===== src/rv_cfg.svh =====
`ifndef RV_CFG_SVH
`define RV_CFG_SVH

// rv32i widths, fixed by the isa.
`define RV_XLEN     32
`define RV_NUM_REGS 32
`define RV_REG_ID_W 5

`endif

===== src/common_pkg.sv =====
`include "rv_cfg.svh"

package common_pkg;

  //////////////////////////////////////////////////////////////////////
  // instruction word and opcodes
  //////////////////////////////////////////////////////////////////////

  typedef struct packed {
    logic [6:0]              block6; // funct7.
    logic [`RV_REG_ID_W-1:0] block4; // rs2.
    logic [`RV_REG_ID_W-1:0] block3; // rs1.
    logic [2:0]              block5; // funct3.
    logic [`RV_REG_ID_W-1:0] block2; // rd.
    logic [6:0]              block1; // opcode.
  } instruction_t;

  typedef enum logic [6:0] {
    OP     = 7'b0110011,
    OP_IMM = 7'b0010011,
    LOAD   = 7'b0000011,
    STORE  = 7'b0100011,
    BRANCH = 7'b1100011,
    LUI    = 7'b0110111,
    AUIPC  = 7'b0010111,
    JAL    = 7'b1101111,
    JALR   = 7'b1100111
  } opcode_t;

  //////////////////////////////////////////////////////////////////////
  // control bundle
  //////////////////////////////////////////////////////////////////////

  typedef enum logic [2:0] {
    R_TYPE, I_TYPE, S_TYPE, B_TYPE, U_TYPE, J_TYPE
  } encoding_t;

  typedef enum logic [3:0] {
    ALU_AND,
    ALU_OR,
    ALU_XOR,
    ALU_ADD,
    ALU_SUB,
    ALU_SHIFT_LEFT,
    ALU_SHIFT_RIGHT,
    ALU_SHIFT_RIGHT_AR,
    ALU_LESS_THAN_UNSIGNED,
    ALU_LESS_THAN_SIGNED
  } alu_op_t;

  typedef struct packed {
    encoding_t               encoding;
    alu_op_t                 alu_op;
    logic                    alu_src;    // operand b from the immediate.
    logic                    mem_read;
    logic                    mem_write;
    logic                    mem_to_reg;
    logic                    is_branch;
    logic                    reg_write;
    logic [`RV_REG_ID_W-1:0] write_back_id;
  } control_t;

  // what decode hands to execute.
  typedef struct packed {
    logic [`RV_XLEN-1:0] pc;
    control_t            control;
    logic [`RV_XLEN-1:0] immediate_data;
    logic [`RV_XLEN-1:0] read1_data;
    logic [`RV_XLEN-1:0] read2_data;
  } id_ex_t;

endpackage


===== src/decode_top.sv =====
`timescale 1ns/1ps
`include "rv_cfg.svh"

module decode_top (
  input  logic                     clk,
  input  logic                     rst,
  input  common_pkg::instruction_t instruction,
  input  logic [`RV_XLEN-1:0]      pc,
  input  logic                     in_valid,
  input  logic                     reg_write,
  input  logic [`RV_REG_ID_W-1:0]  write_id,
  input  logic [`RV_XLEN-1:0]      write_data,
  output logic                     out_valid,
  output common_pkg::id_ex_t       id_ex
);

  common_pkg::id_ex_t stage; // decode outputs packed for execute.

  instruction_decode_stage i_instruction_decode_stage (
    .clk            (clk),
    .rst            (rst),
    .instruction    (instruction),
    .pc             (pc),
    .reg_write      (reg_write),
    .write_id       (write_id),
    .write_data     (write_data),
    .immediate_data (stage.immediate_data),
    .control        (stage.control),
    .read1_data     (stage.read1_data),
    .read2_data     (stage.read2_data),
    .decode_pc      (stage.pc)
  );

  id_ex_reg i_id_ex_reg (
    .clk       (clk),
    .rst       (rst),
    .in_valid  (in_valid),
    .stage     (stage),
    .out_valid (out_valid),
    .id_ex     (id_ex)
  );

endmodule


===== src/id_ex_reg.sv =====
`timescale 1ns/1ps

module id_ex_reg (
  input  logic               clk,
  input  logic               rst,
  input  logic               in_valid,
  input  common_pkg::id_ex_t stage,
  output logic               out_valid,
  output common_pkg::id_ex_t id_ex
);

  //////////////////////////////////////////////////////////////////////
  // valid and control, cleared on reset and on bubbles
  //////////////////////////////////////////////////////////////////////

  always_ff @(posedge clk) begin
    if (rst) begin
      out_valid     <= 1'b0;
      id_ex.control <= '0;
    end else begin
      out_valid     <= in_valid;
      id_ex.control <= in_valid ? stage.control : '0; // no stray writes.
    end
  end

  //////////////////////////////////////////////////////////////////////
  // payload
  //////////////////////////////////////////////////////////////////////

  always_ff @(posedge clk) begin
    id_ex.pc             <= stage.pc;
    id_ex.immediate_data <= stage.immediate_data;
    id_ex.read1_data     <= stage.read1_data;
    id_ex.read2_data     <= stage.read2_data;
  end

endmodule


===== src/instruction_decode_stage.sv =====
`timescale 1ns/1ps
`include "rv_cfg.svh"

module instruction_decode_stage (
  input  logic                     clk,
  input  logic                     rst,
  input  common_pkg::instruction_t instruction,
  input  logic [`RV_XLEN-1:0]      pc,
  input  logic                     reg_write,
  input  logic [`RV_REG_ID_W-1:0]  write_id,
  input  logic [`RV_XLEN-1:0]      write_data,
  output logic [`RV_XLEN-1:0]      immediate_data,
  output common_pkg::control_t     control,
  output logic [`RV_XLEN-1:0]      read1_data,
  output logic [`RV_XLEN-1:0]      read2_data,
  output logic [`RV_XLEN-1:0]      decode_pc
);

  control i_control (
    .instruction (instruction),
    .control     (control)
  );

  registers i_registers (
    .clk        (clk),
    .rst        (rst),
    .read1_id   (instruction.block3), // rs1.
    .read2_id   (instruction.block4), // rs2.
    .write_id   (write_id),
    .write_en   (reg_write),
    .write_data (write_data),
    .read1_data (read1_data),
    .read2_data (read2_data)
  );

  imm_gen i_imm_gen (
    .instruction      (instruction),
    .control_encoding (control.encoding),
    .immediate_data   (immediate_data)
  );

  // pc of the instruction in decode, for the pipeline register.
  assign decode_pc = pc;

endmodule


===== src/imm_gen.sv =====
`timescale 1ns/1ps
`include "rv_cfg.svh"

module imm_gen (
  input  common_pkg::instruction_t instruction,
  input  common_pkg::encoding_t    control_encoding,
  output logic [`RV_XLEN-1:0]      immediate_data
);

  logic [`RV_XLEN-1:0] raw;
  logic                sign;

  assign raw  = instruction;
  assign sign = raw[31];

  always_comb begin
    case (control_encoding)
      common_pkg::I_TYPE:
        immediate_data = {{(`RV_XLEN-12){sign}}, raw[31:20]};
      common_pkg::S_TYPE:
        immediate_data = {{(`RV_XLEN-12){sign}}, raw[31:25], raw[11:7]};
      common_pkg::B_TYPE: // lsb always zero.
        immediate_data = {{(`RV_XLEN-13){sign}}, raw[31], raw[7], raw[30:25],
                          raw[11:8], 1'b0};
      common_pkg::U_TYPE:
        immediate_data = {raw[31:12], 12'b0};
      common_pkg::J_TYPE:
        immediate_data = {{(`RV_XLEN-21){sign}}, raw[31], raw[19:12], raw[20],
                          raw[30:21], 1'b0};
      default:
        immediate_data = '0; // r type carries no immediate.
    endcase
  end

endmodule


===== src/registers.sv =====
`timescale 1ns/1ps
`include "rv_cfg.svh"

module registers (
  input  logic                    clk,
  input  logic                    rst,
  input  logic [`RV_REG_ID_W-1:0] read1_id,
  input  logic [`RV_REG_ID_W-1:0] read2_id,
  input  logic [`RV_REG_ID_W-1:0] write_id,
  input  logic                    write_en,
  input  logic [`RV_XLEN-1:0]     write_data,
  output logic [`RV_XLEN-1:0]     read1_data,
  output logic [`RV_XLEN-1:0]     read2_data
);

  logic [`RV_XLEN-1:0] regs [`RV_NUM_REGS];

  always_ff @(posedge clk) begin
    if (rst) begin
      for (int i = 0; i < `RV_NUM_REGS; i++) begin
        regs[i] <= '0;
      end
    end else if (write_en && write_id != '0) begin
      regs[write_id] <= write_data;
    end
  end

  // x0 reads zero, a same-cycle write is forwarded.
  function automatic logic [`RV_XLEN-1:0] read_port(input logic [`RV_REG_ID_W-1:0] id);
    if (id == '0) return '0;
    if (write_en && write_id == id) return write_data;
    return regs[id];
  endfunction

  assign read1_data = read_port(read1_id);
  assign read2_data = read_port(read2_id);

endmodule


===== src/control.sv =====
`timescale 1ns/1ps

module control (
  input  common_pkg::instruction_t instruction,
  output common_pkg::control_t     control
);

  // funct3 to alu op for the register and immediate alu groups.
  // sub only exists in the register form.
  function automatic common_pkg::alu_op_t alu_from_funct3(
    input logic [2:0] funct3,
    input logic       alt,
    input logic       allow_sub
  );
    common_pkg::alu_op_t op;
    case (funct3)
      3'b000: op = (alt && allow_sub) ? common_pkg::ALU_SUB : common_pkg::ALU_ADD;
      3'b001: op = common_pkg::ALU_SHIFT_LEFT;
      3'b010: op = common_pkg::ALU_LESS_THAN_SIGNED;
      3'b011: op = common_pkg::ALU_LESS_THAN_UNSIGNED;
      3'b100: op = common_pkg::ALU_XOR;
      3'b101: op = alt ? common_pkg::ALU_SHIFT_RIGHT_AR : common_pkg::ALU_SHIFT_RIGHT;
      3'b110: op = common_pkg::ALU_OR;
      default: op = common_pkg::ALU_AND;
    endcase
    return op;
  endfunction

  common_pkg::opcode_t opcode;
  logic                alt;

  assign opcode = common_pkg::opcode_t'(instruction.block1);
  assign alt    = instruction.block6[5]; // funct7 bit 5.

  always_comb begin
    // safe default, also what an unknown opcode ends up with.
    control          = '0;
    control.encoding = common_pkg::R_TYPE;
    control.alu_op   = common_pkg::ALU_ADD;

    case (opcode)
      common_pkg::OP: begin
        control.alu_op    = alu_from_funct3(instruction.block5, alt, 1'b1);
        control.reg_write = 1'b1;
      end
      common_pkg::OP_IMM: begin
        control.encoding  = common_pkg::I_TYPE;
        control.alu_op    = alu_from_funct3(instruction.block5, alt, 1'b0);
        control.alu_src   = 1'b1;
        control.reg_write = 1'b1;
      end
      common_pkg::LOAD: begin
        control.encoding   = common_pkg::I_TYPE;
        control.alu_src    = 1'b1;
        control.mem_read   = 1'b1;
        control.mem_to_reg = 1'b1;
        control.reg_write  = 1'b1;
      end
      common_pkg::STORE: begin
        control.encoding  = common_pkg::S_TYPE;
        control.alu_src   = 1'b1;
        control.mem_write = 1'b1;
      end
      common_pkg::BRANCH: begin
        control.encoding  = common_pkg::B_TYPE;
        control.alu_op    = common_pkg::ALU_SUB; // compare by subtraction.
        control.is_branch = 1'b1;
      end
      common_pkg::LUI, common_pkg::AUIPC: begin
        control.encoding  = common_pkg::U_TYPE;
        control.alu_src   = 1'b1;
        control.reg_write = 1'b1;
      end
      common_pkg::JAL: begin
        control.encoding  = common_pkg::J_TYPE;
        control.alu_src   = 1'b1;
        control.is_branch = 1'b1;
        control.reg_write = 1'b1;
      end
      common_pkg::JALR: begin
        control.encoding  = common_pkg::I_TYPE;
        control.alu_src   = 1'b1;
        control.is_branch = 1'b1;
        control.reg_write = 1'b1;
      end
      default: begin
      end
    endcase

    // destination only named when something is written back.
    if (control.reg_write) begin
      control.write_back_id = instruction.block2;
    end
  end

endmodule


===== config.mk =====
export PLATFORM = sky130hd
export DESIGN_NAME = decode_top
export DESIGN_NICKNAME = d
export VERILOG_FILES = /design/src/common_pkg.sv /design/src/decode_top.sv /design/src/id_ex_reg.sv /design/src/instruction_decode_stage.sv /design/src/imm_gen.sv /design/src/registers.sv /design/src/control.sv
export VERILOG_INCLUDE_DIRS = /design/src
export SDC_FILE = /design/constraint.sdc
export NUM_CORES = 2
export LEC_CHECK = 0
export BUFFER_PORTS_ARGS = -buffer_cell sky130_fd_sc_hd__buf_2
export CORE_MARGIN = 2
export CORE_UTILIZATION = 61
export DETAILED_ROUTE_END_ITERATION = 12
export GPL_TIMING_DRIVEN = 0
export PLACE_DENSITY = 0.8
export SLEW_MARGIN = 10
export SYNTH_ARGS = -nofsm -noshare
export SYNTH_HDL_FRONTEND = slang
export SYNTH_HIERARCHICAL = 1
export SYNTH_SLANG_ARGS = --single-unit

===== constraint.sdc =====
create_clock -name clk -period 2.7 [get_ports clk]
set_clock_uncertainty 0.05 [all_clocks]
set_input_delay 0.405 -clock clk [delete_from_list [all_inputs] [get_ports clk]]
set_output_delay 0.405 -clock clk [all_outputs]
set_load 0.01 [all_outputs]

**Yosys cells after proc, flatten, opt, wreduce, memory -nomap -nowiden**

Memory sizes are Yosys's and may differ from the RTL's.
Cells that the tools add are included.

- Flip-flop bits (word level): 146
- RAM bits: 1024
- Input bits: 105
- Output and inout bits: 147
- Word-level logic and storage cells: 87
- Memories: 1

Memory list:

| name | words | bits a word | rd ports | clocked after memory_dff | wr ports | line | text |
|---|---|---|---|---|---|---|---|
| i_instruction_decode_stage.i_registers.regs | 32 | 32 | 2 | 0 | 32 | registers.sv:16 | `` logic [`RV_XLEN-1:0] regs [`RV_NUM_REGS]; `` |

- Equal/unequal tests: 22
- Multiplexer cells: 34
- Bitwise logic cells: 2
- Reductions and logical operators: 15

Operators with widths:

| operator | count |
|---|---|
| 2-to-1 mux 32 bit | 9 |
| one-hot mux 32 bit (5 select lines) | 1 |
| one-hot mux 4 bit (7 select lines) | 2 |
| OR reduction 32 bit | 1 |
| equality test 7 x 6 -> 1 bit, second input constant | 3 |
| equality test 7 bit, second input constant | 3 |
| 2-to-1 mux 1 bit | 18 |
| equality test 3 bit, second input constant | 5 |
| one-hot mux 3 bit (5 select lines) | 1 |
| equality test 7 x 5 -> 1 bit, second input constant | 2 |
| OR reduction 7 bit | 2 |
| equality test 3 x 2 -> 1 bit, second input constant | 4 |
| one-hot mux 4 bit (3 select lines) | 1 |
| equality test 5 bit | 2 |
| zero test 5 bit | 2 |
| OR reduction 3 bit | 3 |
| equality test 7 x 2 -> 1 bit, second input constant | 1 |
| equality test 3 x 1 -> 1 bit, second input constant | 2 |
| 2-to-1 mux 5 bit | 1 |
| nonzero test 5 bit | 1 |
| OR reduction 2 bit | 2 |
| logical AND 1 bit | 3 |
| zero test 3 bit | 1 |
| 2-to-1 mux 3 bit | 1 |
| NOT 1 bit | 2 |

**Depth between registers and ports, before layout**

- Depth after elaboration: 7
- Mapped depth: 9
- Mapped depth without buffers: 6

**Hierarchy**

The synthesis kept the hierarchy.

By module, submodules not included:

| module | instances | cells each | area each (um^2) | seq. area each (um^2) |
|---|---|---|---|---|
| registers | 1 | 3890 | 55599.6 | 30749.5 |
| id_ex_reg | 1 | 168 | 3125.5 | 2942.8 |
| imm_gen | 1 | 66 | 390.4 | 0.0 |
| control | 1 | 49 | 311.5 | 0.0 |
| instruction_decode_stage | 1 | 32 | 240.2 | 0.0 |

**Worst setup path before layout**

OpenSTA, ideal clock, no wires.

- Kind: input -> register
- Start point: input port instruction[5] (netlist bit)
- End point: register i_id_ex_reg/id_ex[69] (netlist name)
- Setup time: 115 ps
- Arrival time: 2064 ps
- Data required time: 2535 ps
- Setup slack: 471 ps
- Stages: 7
- Buffers on the path: 1
- Path through: buf_2 > nand3b_4 > mux2_2 > nor3_1 > nor2b_4 > or2_1 > and2_1

RTL lines:

| what | line | text |
|---|---|---|
| from (decl) | decode_top.sv:7 | `input common_pkg::instruction_t instruction,` |

==> metrics.md <==
| Metric | Value |
|---|---|
| Mapped Avg Cell Area | `14.2 um2` |
| Crit path kind | `in2reg` |
| RePlAce Congestion | `between 1 and 1.5` |
| Antenna violations before repair | `23` |
| PwrDens | `659 mW/mm2` |
| VDD IR-drop max | `806 uV` |
| FF+latch count, synth | `1171` |
| DR WL/cell | `~43 um` |
| Rel. slew slack | `0.0391` |
| Maxcap violations | `0` |
| Area Overhead vs Synth | `13.1%` |
| Min Clock Period, post-route | `3.03 ns` |
| Total gr overflow | `0` |
| Cell count after synthesis | `between 4000 and 5000` |
| Largest net degree at the start of global routing | `33` |
| FF-to-FF path depth | `5` |
| Yosys warning count | `6` |
| Share of cells above drive strength 1 | `0.231` |
| # rows | `114` |
| Vias in the first global route | `roughly 43000` |
| GRT met3 Usage | `0.245` |
| Die height | `317 um` |
| Drt first pass iters | `8` |
| Initial core utilization | `0.616` |
| CTS root buffer | `clkbuf_16` |
| Drt drc | `0` |
| Port Buffers | `213` |
| H-Tree Depth | `3` |
| CTS tree | `yes` |
| Synth top area share | `0.515` |
| # IOs | `252` |
| CTS buffer count | `119` |
| Hold Violations, Final | `0` |
| Antenna Nets Post-Route | `0` |
| Grt met1 use | `0.621` |
| Post-synth EDFFs | `1024` |
| Cell accounting for the most synthesized area | `edfxtp_1` |
| Pins Over Slew Limit | `0` |
| Critical path's largest stage delay | `roughly 0.64 ns` |
| Core ar. | `0.0969 mm2` |
| GRT Max-Usage Layer | `met2` |
| First-pass GRT wire length | `roughly 340000 um` |
| Post-synthesis cell type count | `81` |
| CTS max path bufs | `3` |
| Critical Path AT | `3.56 ns` |
| DP Cell Count | `5727` |
| Slew of the pin with the lowest slew margin | `1.44 ns` |
| Most frequent cell on the critical path | `buf_2` |
| Synth Flop Type | `edfxtp_1` |
| Largest cells by area after synthesis | `edfxtp_1 52%, mux4_2 14%, and2_1 11%, dfxtp_1 4.9%, mux2i_1 3.8%` |
| Status | `finished, violations left` |
| Worst Path Required | `around 3.2 ns` |
| CP max stage cell | `buf_2` |
| 1st-iter DRT viols | `9179` |
| Critical Path, Cell by Cell | `buf_2, buf_6, inv_1, buf_2, clkbuf_2, nor2_1, o22ai_1, a21oi_1, a211oi_2` |
| Total GRT Usage | `0.515` |
| Post-DP HPWL | `between 150000 and 200000 um` |
| Failing checks | `setup timing` |
| Power Total | `44.5 mW` |
| Met2 usage | `0.703` |
| Vias/cell | `between 7 and 8` |
| Routed vias | `45481` |
| Register area share after synthesis | `0.565` |
| Setup slack at placement | `-1.51 ns` |
| Async SR Flop Fraction | `0` |
| Non-Filler Instances | `6036` |
| Final period utilization | `1.12` |
| Setup crit end kind | `flip-flop` |
| FMAX | `330 MHz` |
| CTS Sinks | `~1200` |
| Hold Path Cell Cnt | `3` |
| Clk slew on worst S/H paths | `0.06 ns` |
| Fin nets | `approximately 4700` |
| Largest register FFs | `1024` |
| Lkg Pwr | `24.6 nW` |
| Min-delay worst type | `in2reg` |
| Count of final setup violators | `between 400 and 500` |
| Worst-skew pair later-pin latency | `0.77 ns` |
| Synthesized cell area | `~0.060 mm2` |
| DRT Wirelength | `roughly 260000 um` |
| Die area | `0.100 mm2` |
| Worst-path fanout max | `10` |
| Die width | `317 um` |
| Worst Slack Setup Final | `-0.331 ns` |
| Startpoint Class | `input pin` |
==> Yosys cell counts (6+ instances only) <==
master	instances
mux2i_1	228
a221o_1	18
and2_1	1007
a31oi_1	10
buf_2	69
or3_1	10
o21ai_1	6
clkbuf_1	279
o311a_1	8
mux2_2	30
o21ai_0	51
and3b_1	19
nand3_1	18
buf_1	10
a211oi_1	44
edfxtp_1	1024
dfxtp_1	147
mux4_2	372
or2_2	35
xnor2_1	8
buf_6	20
nor3_1	12
a21oi_1	85
buf_12	15
o221ai_1	49
a21o_1	9
a32o_1	32
nand3b_1	6
a221oi_1	18
mux4_1	16
o22ai_1	77
a22oi_1	72
nand2b_1	10
nand2_1	132
nor2b_1	13
nor2_1	93
buf_4	62
==> placed cells by master, fill, tap and decap left out, types with 16 or more instances in the layout <==
| cell type | n |
|---|---|
| mux2_2 | 30 |
| a21oi_1 | 83 |
| buf_2 | 271 |
| mux4_1 | 16 |
| and3b_1 | 19 |
| a221o_1 | 18 |
| clkbuf_2 | 30 |
| conb_1 | 32 |
| clkbuf_1 | 267 |
| nor2_1 | 92 |
| o221ai_1 | 47 |
| a211oi_1 | 44 |
| clkinv_2 | 23 |
| a32o_1 | 32 |
| dlygate4sd3_1 | 62 |
| buf_6 | 24 |
| and2_1 | 1007 |
| or2_4 | 28 |
| diode_2 | 24 |
| mux4_2 | 372 |
| nand3_1 | 18 |
| mux2i_1 | 228 |
| a22oi_1 | 72 |
| dfxtp_1 | 147 |
| buf_4 | 72 |
| clkbuf_16 | 125 |
| edfxtp_1 | 1024 |
| o21ai_0 | 50 |
| buf_12 | 16 |
| a221oi_1 | 17 |
| o22ai_1 | 69 |
| nand2_1 | 130 |
==> power by group <==
part,switching [mW],total [mW],internal [mW]
Sequential,0.533,21.3,20.7
Combinational,4.09,6.22,2.13
Clock,7.32,17.0,9.67
==> through the flow <==
stage / setup TNS, ns / area, um2 / hold WS [ns] / utilization
after global routing: -0.0284 / 67400 / 0.00410 / 0.696
after floorplan: 0 / 59800 / 0.459 / -
final: -30.52 / 67500 / 0.0130 / 0.697
after CTS: 0 / 67200 / 0.00175 / 0.694
after global placement: -906.45 / 62400 / 0.459 / 0.645
after detailed placement: -943.93 / 62500 / 0.460 / 0.645
==> area by class of cell <==
type	instances	area, um2
clock buffer	166	3420
sequential	1171	33700
multi-input combinational	2599	23800
fill	6541	29400
inverter	7	27.5
tap	1276	1600
buffer	458	2620
timing repair buffer	278	1730
clock inverter	57	564
antenna	24	60.1
==> path summary, 6_finish.rpt <==
path / start / end / slack, ns
hold / removal: write_data[23] / i_id_ex_reg/id_ex[23] / 0.01
hold reg to reg: flip-flop / i_id_ex_reg/id_ex[55] / 0.88
setup / recovery: instruction[22] / i_id_ex_reg/id_ex[19] / -0.33
setup reg to reg: flip-flop / i_id_ex_reg/id_ex[17] / 0.19
==> cell families after synthesis <==
group	synth area share
AND/OR/NAND/NOR	0.138
flip-flops	0.565
multiplexers	0.191
AO/OA/AOI/OAI	0.0628
buffers and inverters	0.0419
XOR/XNOR	0.00147
other	0.0000628
==> critical path, delay by kind of cell <==
family | cells | cell delay (ns)
AO/OA/AOI/OAI | 3 | 0.88
buffers and inverters | 5 | 1.98
AND/OR/NAND/NOR | 1 | 0.22
==> repair_timing <==
action / CTS / global route
endpoints found under the setup margin: 432 / 528
buffers inserted: 0 / 0
hold buffers: 62 / 0
endpoints found under the hold margin: 77 / 0
gates cloned: 0 / 0
resized for setup: 55 / 84
==> per-layer routing <==
layer | part of all wire | vias up
li1 | - | 16829
met1 | 0.31 | 22171
met3 | 0.17 | 1340
met5 | 0.00035 | -
met2 | 0.40 | 5127
met4 | 0.11 | 14
Power figures use the tool's default switching activity.
